==> config.mk <==
export PLATFORM = sky130hd
export DESIGN_NAME = div_unit
export DESIGN_NICKNAME = d
export VERILOG_FILES = /design/src/verilog/riscv_core_pkg.sv /design/src/verilog/div_unit.sv
export SDC_FILE = /design/constraint.sdc
export NUM_CORES = 1
export LEC_CHECK = 0
export ABC_AREA = 1
export BUFFER_PORTS_ARGS = -buffer_cell sky130_fd_sc_hd__clkbuf_2
export CAP_MARGIN = 20
export CELL_PAD_IN_SITES_DETAIL_PLACEMENT = 1
export CELL_PAD_IN_SITES_GLOBAL_PLACEMENT = 2
export CORE_MARGIN = 5
export CORE_UTILIZATION = 34
export DETAILED_ROUTE_END_ITERATION = 16
export PLACE_DENSITY_LB_ADDON = 0.1
export SLEW_MARGIN = 20
export SYNTH_ARGS = -nofsm -noshare
export SYNTH_HDL_FRONTEND = slang
export SYNTH_SLANG_ARGS = --single-unit
==> constraint.sdc <==
create_clock -name clk_i -period 5.6 [get_ports clk_i]
set_input_delay 0.56 -clock clk_i [delete_from_list [all_inputs] [get_ports clk_i]]
set_output_delay 0.56 -clock clk_i [all_outputs]
set_load 0.005 [all_outputs]
==> src/verilog/riscv_core_pkg.sv <==
// Shared RV32M types and constants; XLEN is fixed at 32 and the latencies are not configurable

package riscv_core_pkg;

    ////////////////////
    // Data width
    ////////////////////

    // Width of one integer register
    localparam int unsigned XLEN = 32;

    // Operand and result word
    typedef logic [XLEN-1:0] word_t;

    ////////////////////
    // Operation codes
    ////////////////////

    // funct3 of the OP major opcode with funct7 = 0000001
    // Bit 2 picks divide over multiply
    // For divides, bit 1 picks remainder and bit 0 picks unsigned
    typedef enum logic [2:0] {
        MD_MUL    = 3'd0,
        MD_MULH   = 3'd1,
        MD_MULHSU = 3'd2,
        MD_MULHU  = 3'd3,
        MD_DIV    = 3'd4,
        MD_DIVU   = 3'd5,
        MD_REM    = 3'd6,
        MD_REMU   = 3'd7
    } md_op_e;

    ////////////////////
    // Latencies
    ////////////////////

    // Cycles from start to done for any multiply
    // Operand register, then product register
    localparam int unsigned MUL_LATENCY = 2;

    // Cycles from an accepted start to done for any divide
    // One load cycle plus one restoring step per result bit
    // Special cases take the same time
    localparam int unsigned DIV_LATENCY = XLEN + 1;

endpackage : riscv_core_pkg

==> src/verilog/div_unit.sv <==
// Radix-2 restoring RV32M divider; one divide at a time and starts while busy are dropped

`timescale 1ns/1ps

module div_unit
    import riscv_core_pkg::*;
(
    input  logic       clk_i,
    input  logic       rst_ni,

    // One-cycle request, taken only when idle
    input  logic       start_i,
    // Dividend
    input  word_t      operand_a_i,
    // Divisor
    input  word_t      operand_b_i,
    // Bit 0 unsigned, bit 1 remainder
    input  logic [1:0] op_type_i,

    output word_t      result_o,
    output logic       done_o,
    output logic       busy_o
);

    typedef enum logic [1:0] {
        IDLE,
        CALC,
        FINISH
    } div_state_e;

    div_state_e state_q;
    logic [5:0] cnt_q;
    word_t      result_q;

    // Datapath registers
    logic [XLEN-1:0] rem_q;
    word_t           quo_q;
    word_t           divisor_q;
    word_t           dividend_q;
    logic            rem_sel_q;
    logic            quo_neg_q;
    logic            rem_neg_q;
    logic            div_zero_q;
    logic            ovf_q;

    logic  start_acc;
    logic  last_step;
    logic  op_signed;
    logic  a_neg;
    logic  b_neg;
    word_t a_abs;
    word_t b_abs;

    assign start_acc = start_i && (state_q == IDLE);
    // Counter runs 0..31, so step 32 is the one at count 31
    assign last_step = (cnt_q == 6'(DIV_LATENCY - 2));

    ////////////////////
    // Operand prep
    ////////////////////

    assign op_signed = ~op_type_i[0];
    assign a_neg     = op_signed & operand_a_i[XLEN-1];
    assign b_neg     = op_signed & operand_b_i[XLEN-1];
    // Most negative value maps to itself, still right as a magnitude
    assign a_abs     = a_neg ? -operand_a_i : operand_a_i;
    assign b_abs     = b_neg ? -operand_b_i : operand_b_i;

    ////////////////////
    // One restoring step
    ////////////////////

    logic [XLEN:0]   rem_shift;
    logic [XLEN:0]   diff;
    logic [XLEN-1:0] rem_next;
    word_t           quo_next;

    // Bring in the next dividend bit, then try the subtract
    assign rem_shift = {rem_q, quo_q[XLEN-1]};
    assign diff      = rem_shift - {1'b0, divisor_q};

    always_comb begin
        if (!diff[XLEN]) begin
            // No borrow, keep the difference
            rem_next = diff[XLEN-1:0];
            quo_next = {quo_q[XLEN-2:0], 1'b1};
        end else begin
            // Borrow, restore
            rem_next = rem_shift[XLEN-1:0];
            quo_next = {quo_q[XLEN-2:0], 1'b0};
        end
    end

    ////////////////////
    // Fix-up
    ////////////////////

    word_t quo_fix;
    word_t rem_fix;
    word_t result_fix;

    always_comb begin
        quo_fix = quo_neg_q ? -quo_next : quo_next;
        rem_fix = rem_neg_q ? -rem_next : rem_next;
        // RISC-V divide by zero
        if (div_zero_q) begin
            quo_fix = '1;
            rem_fix = dividend_q;
        // Signed overflow, most negative by minus one
        end else if (ovf_q) begin
            quo_fix = dividend_q;
            rem_fix = '0;
        end
        result_fix = rem_sel_q ? rem_fix : quo_fix;
    end

    ////////////////////
    // Datapath
    ////////////////////

    always_ff @(posedge clk_i) begin
        if (start_acc) begin
            rem_q      <= '0;
            quo_q      <= a_abs;
            divisor_q  <= b_abs;
            dividend_q <= operand_a_i;
            rem_sel_q  <= op_type_i[1];
            // Quotient sign from both operands, remainder sign follows the dividend
            quo_neg_q  <= a_neg ^ b_neg;
            rem_neg_q  <= a_neg;
            div_zero_q <= (operand_b_i == '0);
            ovf_q      <= op_signed &&
                          (operand_a_i == {1'b1, {(XLEN-1){1'b0}}}) &&
                          (operand_b_i == '1);
        end else if (state_q == CALC) begin
            rem_q <= rem_next;
            quo_q <= quo_next;
        end
    end

    ////////////////////
    // Control FSM
    ////////////////////

    always_ff @(posedge clk_i or negedge rst_ni) begin
        if (!rst_ni) begin
            state_q  <= IDLE;
            cnt_q    <= '0;
            result_q <= '0;
        end else begin
            case (state_q)
                IDLE: begin
                    if (start_i) begin
                        state_q <= CALC;
                        cnt_q   <= '0;
                    end
                end
                CALC: begin
                    cnt_q <= cnt_q + 6'd1;
                    // Signed result lands with the last step
                    if (last_step) begin
                        state_q  <= FINISH;
                        result_q <= result_fix;
                    end
                end
                // Done cycle, back to idle next
                FINISH:  state_q <= IDLE;
                default: state_q <= IDLE;
            endcase
        end
    end

    assign result_o = result_q;
    assign done_o   = (state_q == FINISH);
    assign busy_o   = (state_q != IDLE);

endmodule : div_unit

# Word level (Yosys, flattened, before mapping)
# Cells that the tools add are included.
# totals
ff_bits	173
in_bits	69
wordCells	58
output_inout_bits	34
# classes
n_mux	18
reduce_logical	11
add_sub_neg	6
n_eq_ne	7
bitwise	4
# ops
op	n
$mux 32	12
$neg 32->32	4
$eq 32x32->1 const B	2
$sub 33x32->33	1
$logic_not 32->1	1
$pmux 6 s2	1
$add 6x1->6 const B	1
$eq 6x5->1 const B	1
$mux 6	1
$reduce_and 2->1	3
$reduce_bool 2->1	3
$mux 2	2
$ne 2x2->1 const B	2
$pmux 2 s2	1
$logic_and 1x1->1	3
$and 1x1->1	2
$eq 2x1->1 const B	1
$eq 2x2->1 const B	1
$logic_not 2->1	1
$mux 1	1
$not 1->1	1
$xor 1x1->1	1

# Longest topological paths before layout
# Gate-level depths: netlist (run 1).
# depth
ltp_word	7
mapped_depth	33
mapped_depth_nobuf	31

# Worst setup path before layout (run 1)
# OpenSTA, ideal clock, no wires.
# synth_timing
kind	input-to-reg
start	in start_i
end	reg quo_q[0], enable pin
t_required_ns	5.126
setup_ns	0.474
cell_stages	5
setup_slack_ns	1.402
arrival_ns	3.725
cell_sequence	nand2_1 -> clkinv_1 -> nor2_1 -> inv_1 -> clkbuf_1
# synth_between
elab_chain_len	2
# synth_lines
element	line_no	text
start: declaration	div_unit.sv:12	input logic start_i,
$logic_and 1x1->1	div_unit.sv:54	assign start_acc = start_i && (state_q == IDLE);
via start_acc	div_unit.sv:46	logic start_acc;
$reduce_bool 2->1 (no source line)	n/a	
end signal: assignment	div_unit.sv:124	quo_q <= a_abs;
end signal: assignment	div_unit.sv:137	quo_q <= quo_next;
end: declaration	div_unit.sv:37	word_t quo_q;
# The timed path passes the listed nets, and every way through them passes these cells.
# A chain may end at the register's enable or synchronous reset.

# Worst setup path after layout (run 1)
# layout_timing
start	reg quo_q[31]
end	reg result_q[14] (netlist: result_o[14])
# layout_between
elab_chain_len	7
# layout_lines
element	line_no	text
$sub 33x32->33	div_unit.sv:80	assign diff = rem_shift - {1'b0, divisor_q};
$mux 1 / $mux 32 (equally long branches)	div_unit.sv:83	if (!diff[XLEN]) begin
$neg 32->32, on equally long branches	div_unit.sv:103, div_unit.sv:104	
$mux 32, on equally long branches	div_unit.sv:103, div_unit.sv:104	
$mux 32	div_unit.sv:110	end else if (ovf_q) begin
$mux 32	div_unit.sv:106	if (div_zero_q) begin
$mux 32 (*)	div_unit.sv:114	result_fix = rem_sel_q ? rem_fix : quo_fix;
end signal: assignment	div_unit.sv:163	result_q <= result_fix;
end: declaration	div_unit.sv:33	word_t result_q;
# Mark *: on every way between the ends. The rest lies on a longest branch, timed or not.

==> key figures, run 1 <==
Run status
  • Status: completed

Detailed routing
  • Overall routed net length: 51,500 µm
  • Post-route ant nets: 0
  • DR pass1 iterations: 5
  • WL per Instance: 19.9 µm
  • Via count: 13,300
  • Iteration-0 DRC Markers: 873
  • DR vias/cell: 5.15
  • Post-route DRC violation count: 0

Clock tree
  • Clock-pin slew on the worst setup and hold paths: 0.07 ns
  • CTS Sinks: 173
  • CTS tree: done
  • Worst-skew pair later-pin latency: 0.45 ns
  • Post-CTS setup buffers: 0
  • Hold_buf cts: 0
  • Root buffer cell: clkbuf_16
  • Post-CTS sizing: 0
  • CTS HTree Levels: 4
  • Clk buf depth: 2
  • CTS Buf Count: 17

Placement
  • Port bufs: 102
  • Dpl hpwl: 41,100 µm
  • Routability cong.: 0.850

Synth
  • XOR/XNOR Fraction of Synth Area: 0.0533
  • #FFs+latches synth: 173
  • Syn Inst Count: 1,980
  • Main synth FF type: edfxtp_1
  • Syn nets: 2,088
  • Netlist area before placement: 0.0133 mm²
  • Synth Area per Inst: 6.72 µm²
  • Post-synthesis adder-cell area fraction: 0.0372
  • Synth cell types: 49
  • Seq/Total Area, Yosys: 0.351
  • Main combinational cell family by area after synthesis: simple AND/OR/NAND/NOR gates
  • EDFF count, synth: 101
  • Simple-gate share of the synthesized area: 0.346
  • Compound-Gate Fraction of Synth Area: 0.117
  • Mux cell area share after synthesis: 0
  • Ys async rst share: 0.231
  • Yosys warns: 0

Final layout
  • Layout cells sized above 1: 0.102
  • Fin util: 0.386
  • Most common cell after layout, fill and taps aside: nand2_1
  • Multi-input gate area: 0.00737 mm²
  • Register Area: 0.00467 mm²
  • Nets: 2,167
  • Layout area overhead: 12.0%
  • FILL cells: 5,057
  • Commonest cells after routing, fill and taps aside: nand2_1, inv_1, nor2_1, nand3_1, o21ai_0

GRT
  • Vias in the first global route: 13,500
  • Total GRT Usage: 0.236
  • Met3 Resource Use GR: 0.0320
  • Grt total ovfl: 0
  • Global route hottest layer: met2
  • Met2 usage: 0.372
  • Largest net degree at the start of global routing: 65
  • Antenna violations before repair: 4
  • GR Layer Usage met1: 0.343
  • First-pass GRT wire length: 80,100 µm

Timing
  • Final min period: 4.73 ns
  • RSZ-0062 raised after global routing: no
  • Slew Viols, Final: 0
  • Max Freq: 212 MHz
  • Relative slew slack: 0.352
  • Final Setup Violations: 0
  • Tightest Pin Transition: 0.972 ns
  • Setup_tns: 0 ns
  • Skew final: 0.0105 ns
  • Final Cycle Share: 0.844
  • Fin. Hold Viols: 0

Floorplan
  • Core area: 0.0386 mm²
  • Initial Utilization: 0.344
  • Die Wd: 208 µm
  • Die Y: 208 µm
  • Num rows: 72
  • IO Count: 103
  • Die area: 0.0432 mm²

Min path
  • HP Class: input port to async pin

Setup path
  • CP Capture Type: flip-flop
  • Crit path required time: 5.93 ns
  • Crit path max fanout: 38
  • CP Launch Type: flip-flop
  • Arrival time worst endpoint: 5.06 ns
  • WS Path Type: flip-flop to flip-flop

Power and ir drop
  • Power Dens Cells: 601 mW/mm²
  • P_leak: 7.09 nW
  • Maximum vdd drop: 290 µV
  • Pwr Total: 8.96 mW

Run
  • Max Cap Viol: 0
==> path summary, 6_finish.rpt <==
path,from,to,slack [ns],cells past startpoint
worst max-delay path,quo_q[31],result_o[14],0.87,24
worst min-delay path,rst_ni,cnt_q[0],0.21,2
worst max register to register,quo_q[31],result_o[14],0.87,24
worst min register to register,result_o[29],result_o[29],0.48,2
max in group asynchronous,rst_ni,result_o[0],4.94,2
min in group clk_i,op_type_i[1],rem_sel_q,0.29,1
==> cell families (layout without fill, tap and decap cells) <==
kind of cell	after synthesis	after routing
compound gates	279	279
flops	173	173
buf+inv	321	413
fa+ha+maj	39	39
xor+xnor	81	81
simple gates	1087	1087
other cells	0	1
==> cell type report <==
| cell class | instances | share of cell area |
|---|---|---|
| diodes | 1 | 0.000168 |
| clock inverters | 13 | 0.00932 |
| flip-flops and latches | 173 | 0.314 |
| well taps | 518 | 0.0435 |
| inverters | 261 | 0.0658 |
| multi-input cells | 1486 | 0.495 |
| clock buffers | 19 | 0.0297 |
| repair buffers | 120 | 0.0433 |
==> worst max-delay path, cell delays in order, from the launching register on <==
cell and delay, ns:
edfxtp_1 0.38, inv_1 0.06, ha_1 0.22, fa_1 0.43
inv_1 0.10, nand2_1 0.05, nand2_1 0.08, nand3_1 0.08
nand2_2 0.12, nand2_2 0.08, nand2_4 0.08, nand2_4 0.06
nand3_1 0.37, nand2_2 0.57, o21ai_2 0.44, ha_1 0.25
nand3_1 0.09, nor2_1 0.38, nand2_1 0.11, nand2_1 0.14
a21oi_1 0.08, o21ai_0 0.21, nand2_1 0.09, nand2_1 0.08
nand2_1 0.05
==> state kept, by name, summed over array words and instances, names as in the netlist <==
signal and flops:
cnt_q 6, div_zero_q 1, dividend_q 32, divisor_q 32
ovf_q 1, quo_neg_q 1, quo_q 32, rem_neg_q 1
rem_q 32, rem_sel_q 1, result_o 32, state_q 2
==> power breakdown <==
group / total, mW / leakage, nW / switching (mW) / internal, mW
clock: 1.22 / 0.275 / 0.545 / 0.671
sequential: 2.35 / 1.68 / 0.444 / 1.91
combinational: 5.40 / 5.13 / 3.78 / 1.62
total: 8.96 / 7.09 / 4.76 / 4.20
==> synthesized netlist by cell type (2+ instances only) <==
master    count  area share
nand3_1     139       0.052
a31oi_1      18      0.0085
nor3b_1       3      0.0017
buf_2         3      0.0011
o21ai_1      12      0.0045
clkbuf_1     45       0.013
or2_2         5      0.0024
a21oi_1      84       0.032
edfxtp_1    101        0.23
o31ai_1       3      0.0017
nor4_1       13      0.0061
clkinv_1      4      0.0011
nand2_2      14      0.0066
nand2_4       4      0.0034
nand4_1      26       0.012
buf_4         3      0.0017
nor3_1       31       0.012
o41ai_1       2      0.0013
nand2_1     646        0.18
a21o_1        4      0.0023
a22o_1        3      0.0020
ha_1         38       0.036
o21bai_1      7      0.0040
buf_1         3     0.00085
nand3b_1      7      0.0040
buf_6         4      0.0034
o21ai_2       3      0.0020
o22ai_1      19      0.0089
xor2_1       54       0.036
o21ai_0     111       0.042
buf_8         2      0.0023
o211ai_1      8      0.0045
dfxtp_1      32       0.048
inv_1       249       0.070
dfrtp_1      40       0.075
nor2_2       12      0.0056
nand3_2       3      0.0023
a21oi_2       3      0.0020
nor2_1      179       0.051
xnor2_1      27       0.018
inv_2         8      0.0023
==> stage by stage <==
stage | setup WS, ns | std cells | hold slack, ns | cell area [µm²]
after global routing | 0.509 | 2590 | 0.235 | 14900
after CTS | 0.936 | 2590 | 0.207 | 14900
after floorplan | 1.40 | 1980 | 0.264 | 13300
final | 0.873 | 2591 | 0.205 | 14900
after global placement | 1.13 | 2558 | 0.463 | 14300
after detailed placement | 0.966 | 2558 | 0.466 | 14300
==> per-layer routing <==
layer | routed length (µm) | up-vias | part of all wire
li1 | - | 6590 | -
met1 | 25500 | 6451 | 0.50
met2 | 23000 | 250 | 0.45
met3 | 2020 | 46 | 0.039
met4 | 1010 | 0 | 0.020
met5 | 0 | - | 0
Power figures use the tool's default switching activity.
==> run 2, diff against run 1 <==
- CORE_UTILIZATION: 34 -> 31
- clock period: 5.6 -> 4.1 ns (I/O delays scaled with it)
==> run 2 against run 1 <==
Sequential share of layout area fell by 1.6 points. Register-to-register slack worse by 0.66 ns. Wire length rose by 4.2%. Sequential cell count unchanged. Critical path depth rose by 7. First-iteration DRC count fell by 18%. Clock power grew 26%. Cell count up 4.2%. Non-clock buffer count is 89 higher. Die area is 9.2% higher.
==> key figures, run 2 (synthesis results as in run 1) <==
Detailed routing
  • WL per Instance: 19.9 µm (about the same)
  • Iteration-0 DRC Markers: 720 (-18%)
  • Via count: 13,600 (+1.8%)
  • DR pass1 iterations: 5 (unchanged)
  • Post-route DRC violation count: 0 (unchanged)
  • Post-route ant nets: 0 (unchanged)
  • Overall routed net length: 53,700 µm (+4.2%)
  • DR vias/cell: 5.03 (-2.3%)

Setup path
  • Arrival time worst endpoint: 4.31 ns (-0.75 ns)
  • CP Launch Type: flip-flop
  • Worst setup path start: quo_q[31]
  • CP Capture Type: flip-flop
  • Crit path top cell by count: nand2_2
  • Crit path required time: 4.52 ns (-1.41 ns)
  • WS Path Type: flip-flop to flip-flop
  • Crit-path max cell delay: 0.41 ns (-0.16 ns)
  • Crit-path slowest cell: fa_2
  • R2r startpoint: quo_q[31]
  • Crit path max fanout: 3 (-92%)

Final layout
  • Layout cells sized above 1: 0.147 (+0.0453)
  • Layout area overhead: 17.9%
  • Commonest cells after routing, fill and taps aside: nand2_1, inv_1, nor2_1, nand3_1, o21ai_0
  • Most common cell after layout, fill and taps aside: nand2_1
  • FILL cells: 5,444 (+7.7%)
  • Nets: 2,256 (+4.1%)
  • Fin util: 0.371 (-0.0143)
  • Ant diodes: 0 (-1)
  • Design area: 0.0157 mm² (+5.2%)

GRT
  • Met2 usage: 0.362 (-0.00946)
  • First-pass GRT wire length: 82,100 µm (+2.5%)
  • Antenna violations before repair: 4 (unchanged)
  • Global route hottest layer: met2
  • Grt total ovfl: 0 (unchanged)
  • GR Layer Usage met1: 0.328 (-0.0147)
  • Vias in the first global route: 13,700 (+1.8%)
  • Largest net degree at the start of global routing: 61 (-6.2%)
  • Total GRT Usage: 0.228 (-0.00748)
  • Met3 Resource Use GR: 0.0378 (+0.00576)

Clock tree
  • Clock-pin slew on the worst setup and hold paths: 0.06 ns (about the same)
  • CTS HTree Levels: 4 (unchanged)
  • Clk buf depth: 2 (unchanged)
  • CTS tree: done
  • CTS Sinks: 173 (unchanged)
  • Hold_buf cts: 0 (unchanged)
  • Root buffer cell: clkbuf_16
  • Worst-skew pair later-pin latency: 0.48 ns (+0.03 ns)
  • CTS Buf Count: 17 (unchanged)

Power and ir drop
  • Pwr Total: 13.0 mW (+45%)
  • Maximum vdd drop: 369 µV (+27%)
  • Power Dens Cells: 827 mW/mm² (+38%)
  • P_leak: 7.51 nW (+6.0%)

Timing
  • Final Cycle Share: 0.947 (+0.103)
  • RSZ-0062 raised after global routing: yes
  • Final min period: 3.88 ns (-0.844 ns)
  • Slew Viols, Final: 0 (unchanged)
  • Fin. Hold Viols: 0 (unchanged)
  • Tightest Pin Transition: 0.935 ns (-0.0364 ns)
  • Max Freq: 258 MHz (+22%)
  • Relative slew slack: 0.376 (+0.0242)
  • Final Setup Violations: 0 (unchanged)
  • Skew final: 0.0129 ns (+0.00239 ns)
  • Min Hold Slack: 0.0490 ns (-0.156 ns)

Floorplan
  • Die Wd: 217 µm (+4.5%)
  • Die area: 0.0472 mm² (+9.2%)
  • Core area: 0.0422 mm² (+9.3%)
  • Die Y: 217 µm (+4.5%)
  • IO Count: 103 (unchanged)
  • Initial Utilization: 0.315 (-0.0292)
  • Num rows: 75 (+4.2%)

Placement
  • Dpl cell area: 0.0150 mm² (+4.6%)
  • Port bufs: 102 (unchanged)
  • Dpl hpwl: 43,200 µm (+4.9%)
  • Routability cong.: 0.864 (+1.6%)

Run status
  • Status: completed

Run
  • Max Cap Viol: 0 (unchanged)

Min path
  • HP Class: input port to async pin
[run 2: timing repair]
item | CTS | global route
setup buffers | 0 | 7
pin swaps | 0 | 18
gates resized for setup | 2 | 37
endpoints found under the setup margin | 6 | 22
[run 2: where the power goes]
group | switching (mW) | internal (mW) | leakage [nW]
clock network | 0.737 | 0.806 | 0.244
logic | 5.39 | 2.82 | 5.59
registers | 0.614 | 2.60 | 1.68
total | 6.74 | 6.23 | 7.51
[run 2: per-layer routing]
metal / routed length [µm] / part of all wire
met2: 24200 / 0.45
met4: 783 / 0.015
met5: 13 / 0.00024
met3: 2010 / 0.037
met1: 26700 / 0.50
[run 2: layout make-up]
cell class,instances,area (µm²),area share
Multi-Input combinational cell,1486,7500,0.478
Sequential cell,173,4670,0.298
Clock inverter,7,45.0,0.00287
Timing Repair Buffer,209,1330,0.0848
Inverter,261,981,0.0625
Tap cell,539,674,0.0430
Clock buffer,25,477,0.0304
[run 2: final timing paths]
kind / end / slack [ns] / depth (start not counted)
worst min register to register: result_o[28] / 0.48 / 2
min in group clk_i: rem_sel_q / 0.11 / 1
max in group asynchronous: result_o[13] / 3.61 / 2
worst max-delay path: result_o[28] / 0.22 / 31
worst max register to register: result_o[28] / 0.22 / 31
worst min-delay path: cnt_q[0] / 0.05 / 2
[run 2: per-stage QoR]
stage,setup WS (ns),cells,setup TNS (ns)
6_report,0.217,2700,0
5_1_grt,-0.0942,2700,-0.268
4_1_cts,0.0122,2693,0
3_5_place_dp,-0.146,2661,-0.562
3_3_place_gp,-0.0998,2661,-0.286
2_1_floorplan,0.0519,1980,0
[run 2: worst max-delay path: cells and delay by family (launching register included)]
kind	cells	cell delay, ns
adder cells (fa/ha/maj)	3	0.73
AND/OR/NAND/NOR	21	2.10
flip-flops	1	0.35
AO/OA/AOI/OAI	4	0.48
buffers and inverters	3	0.16
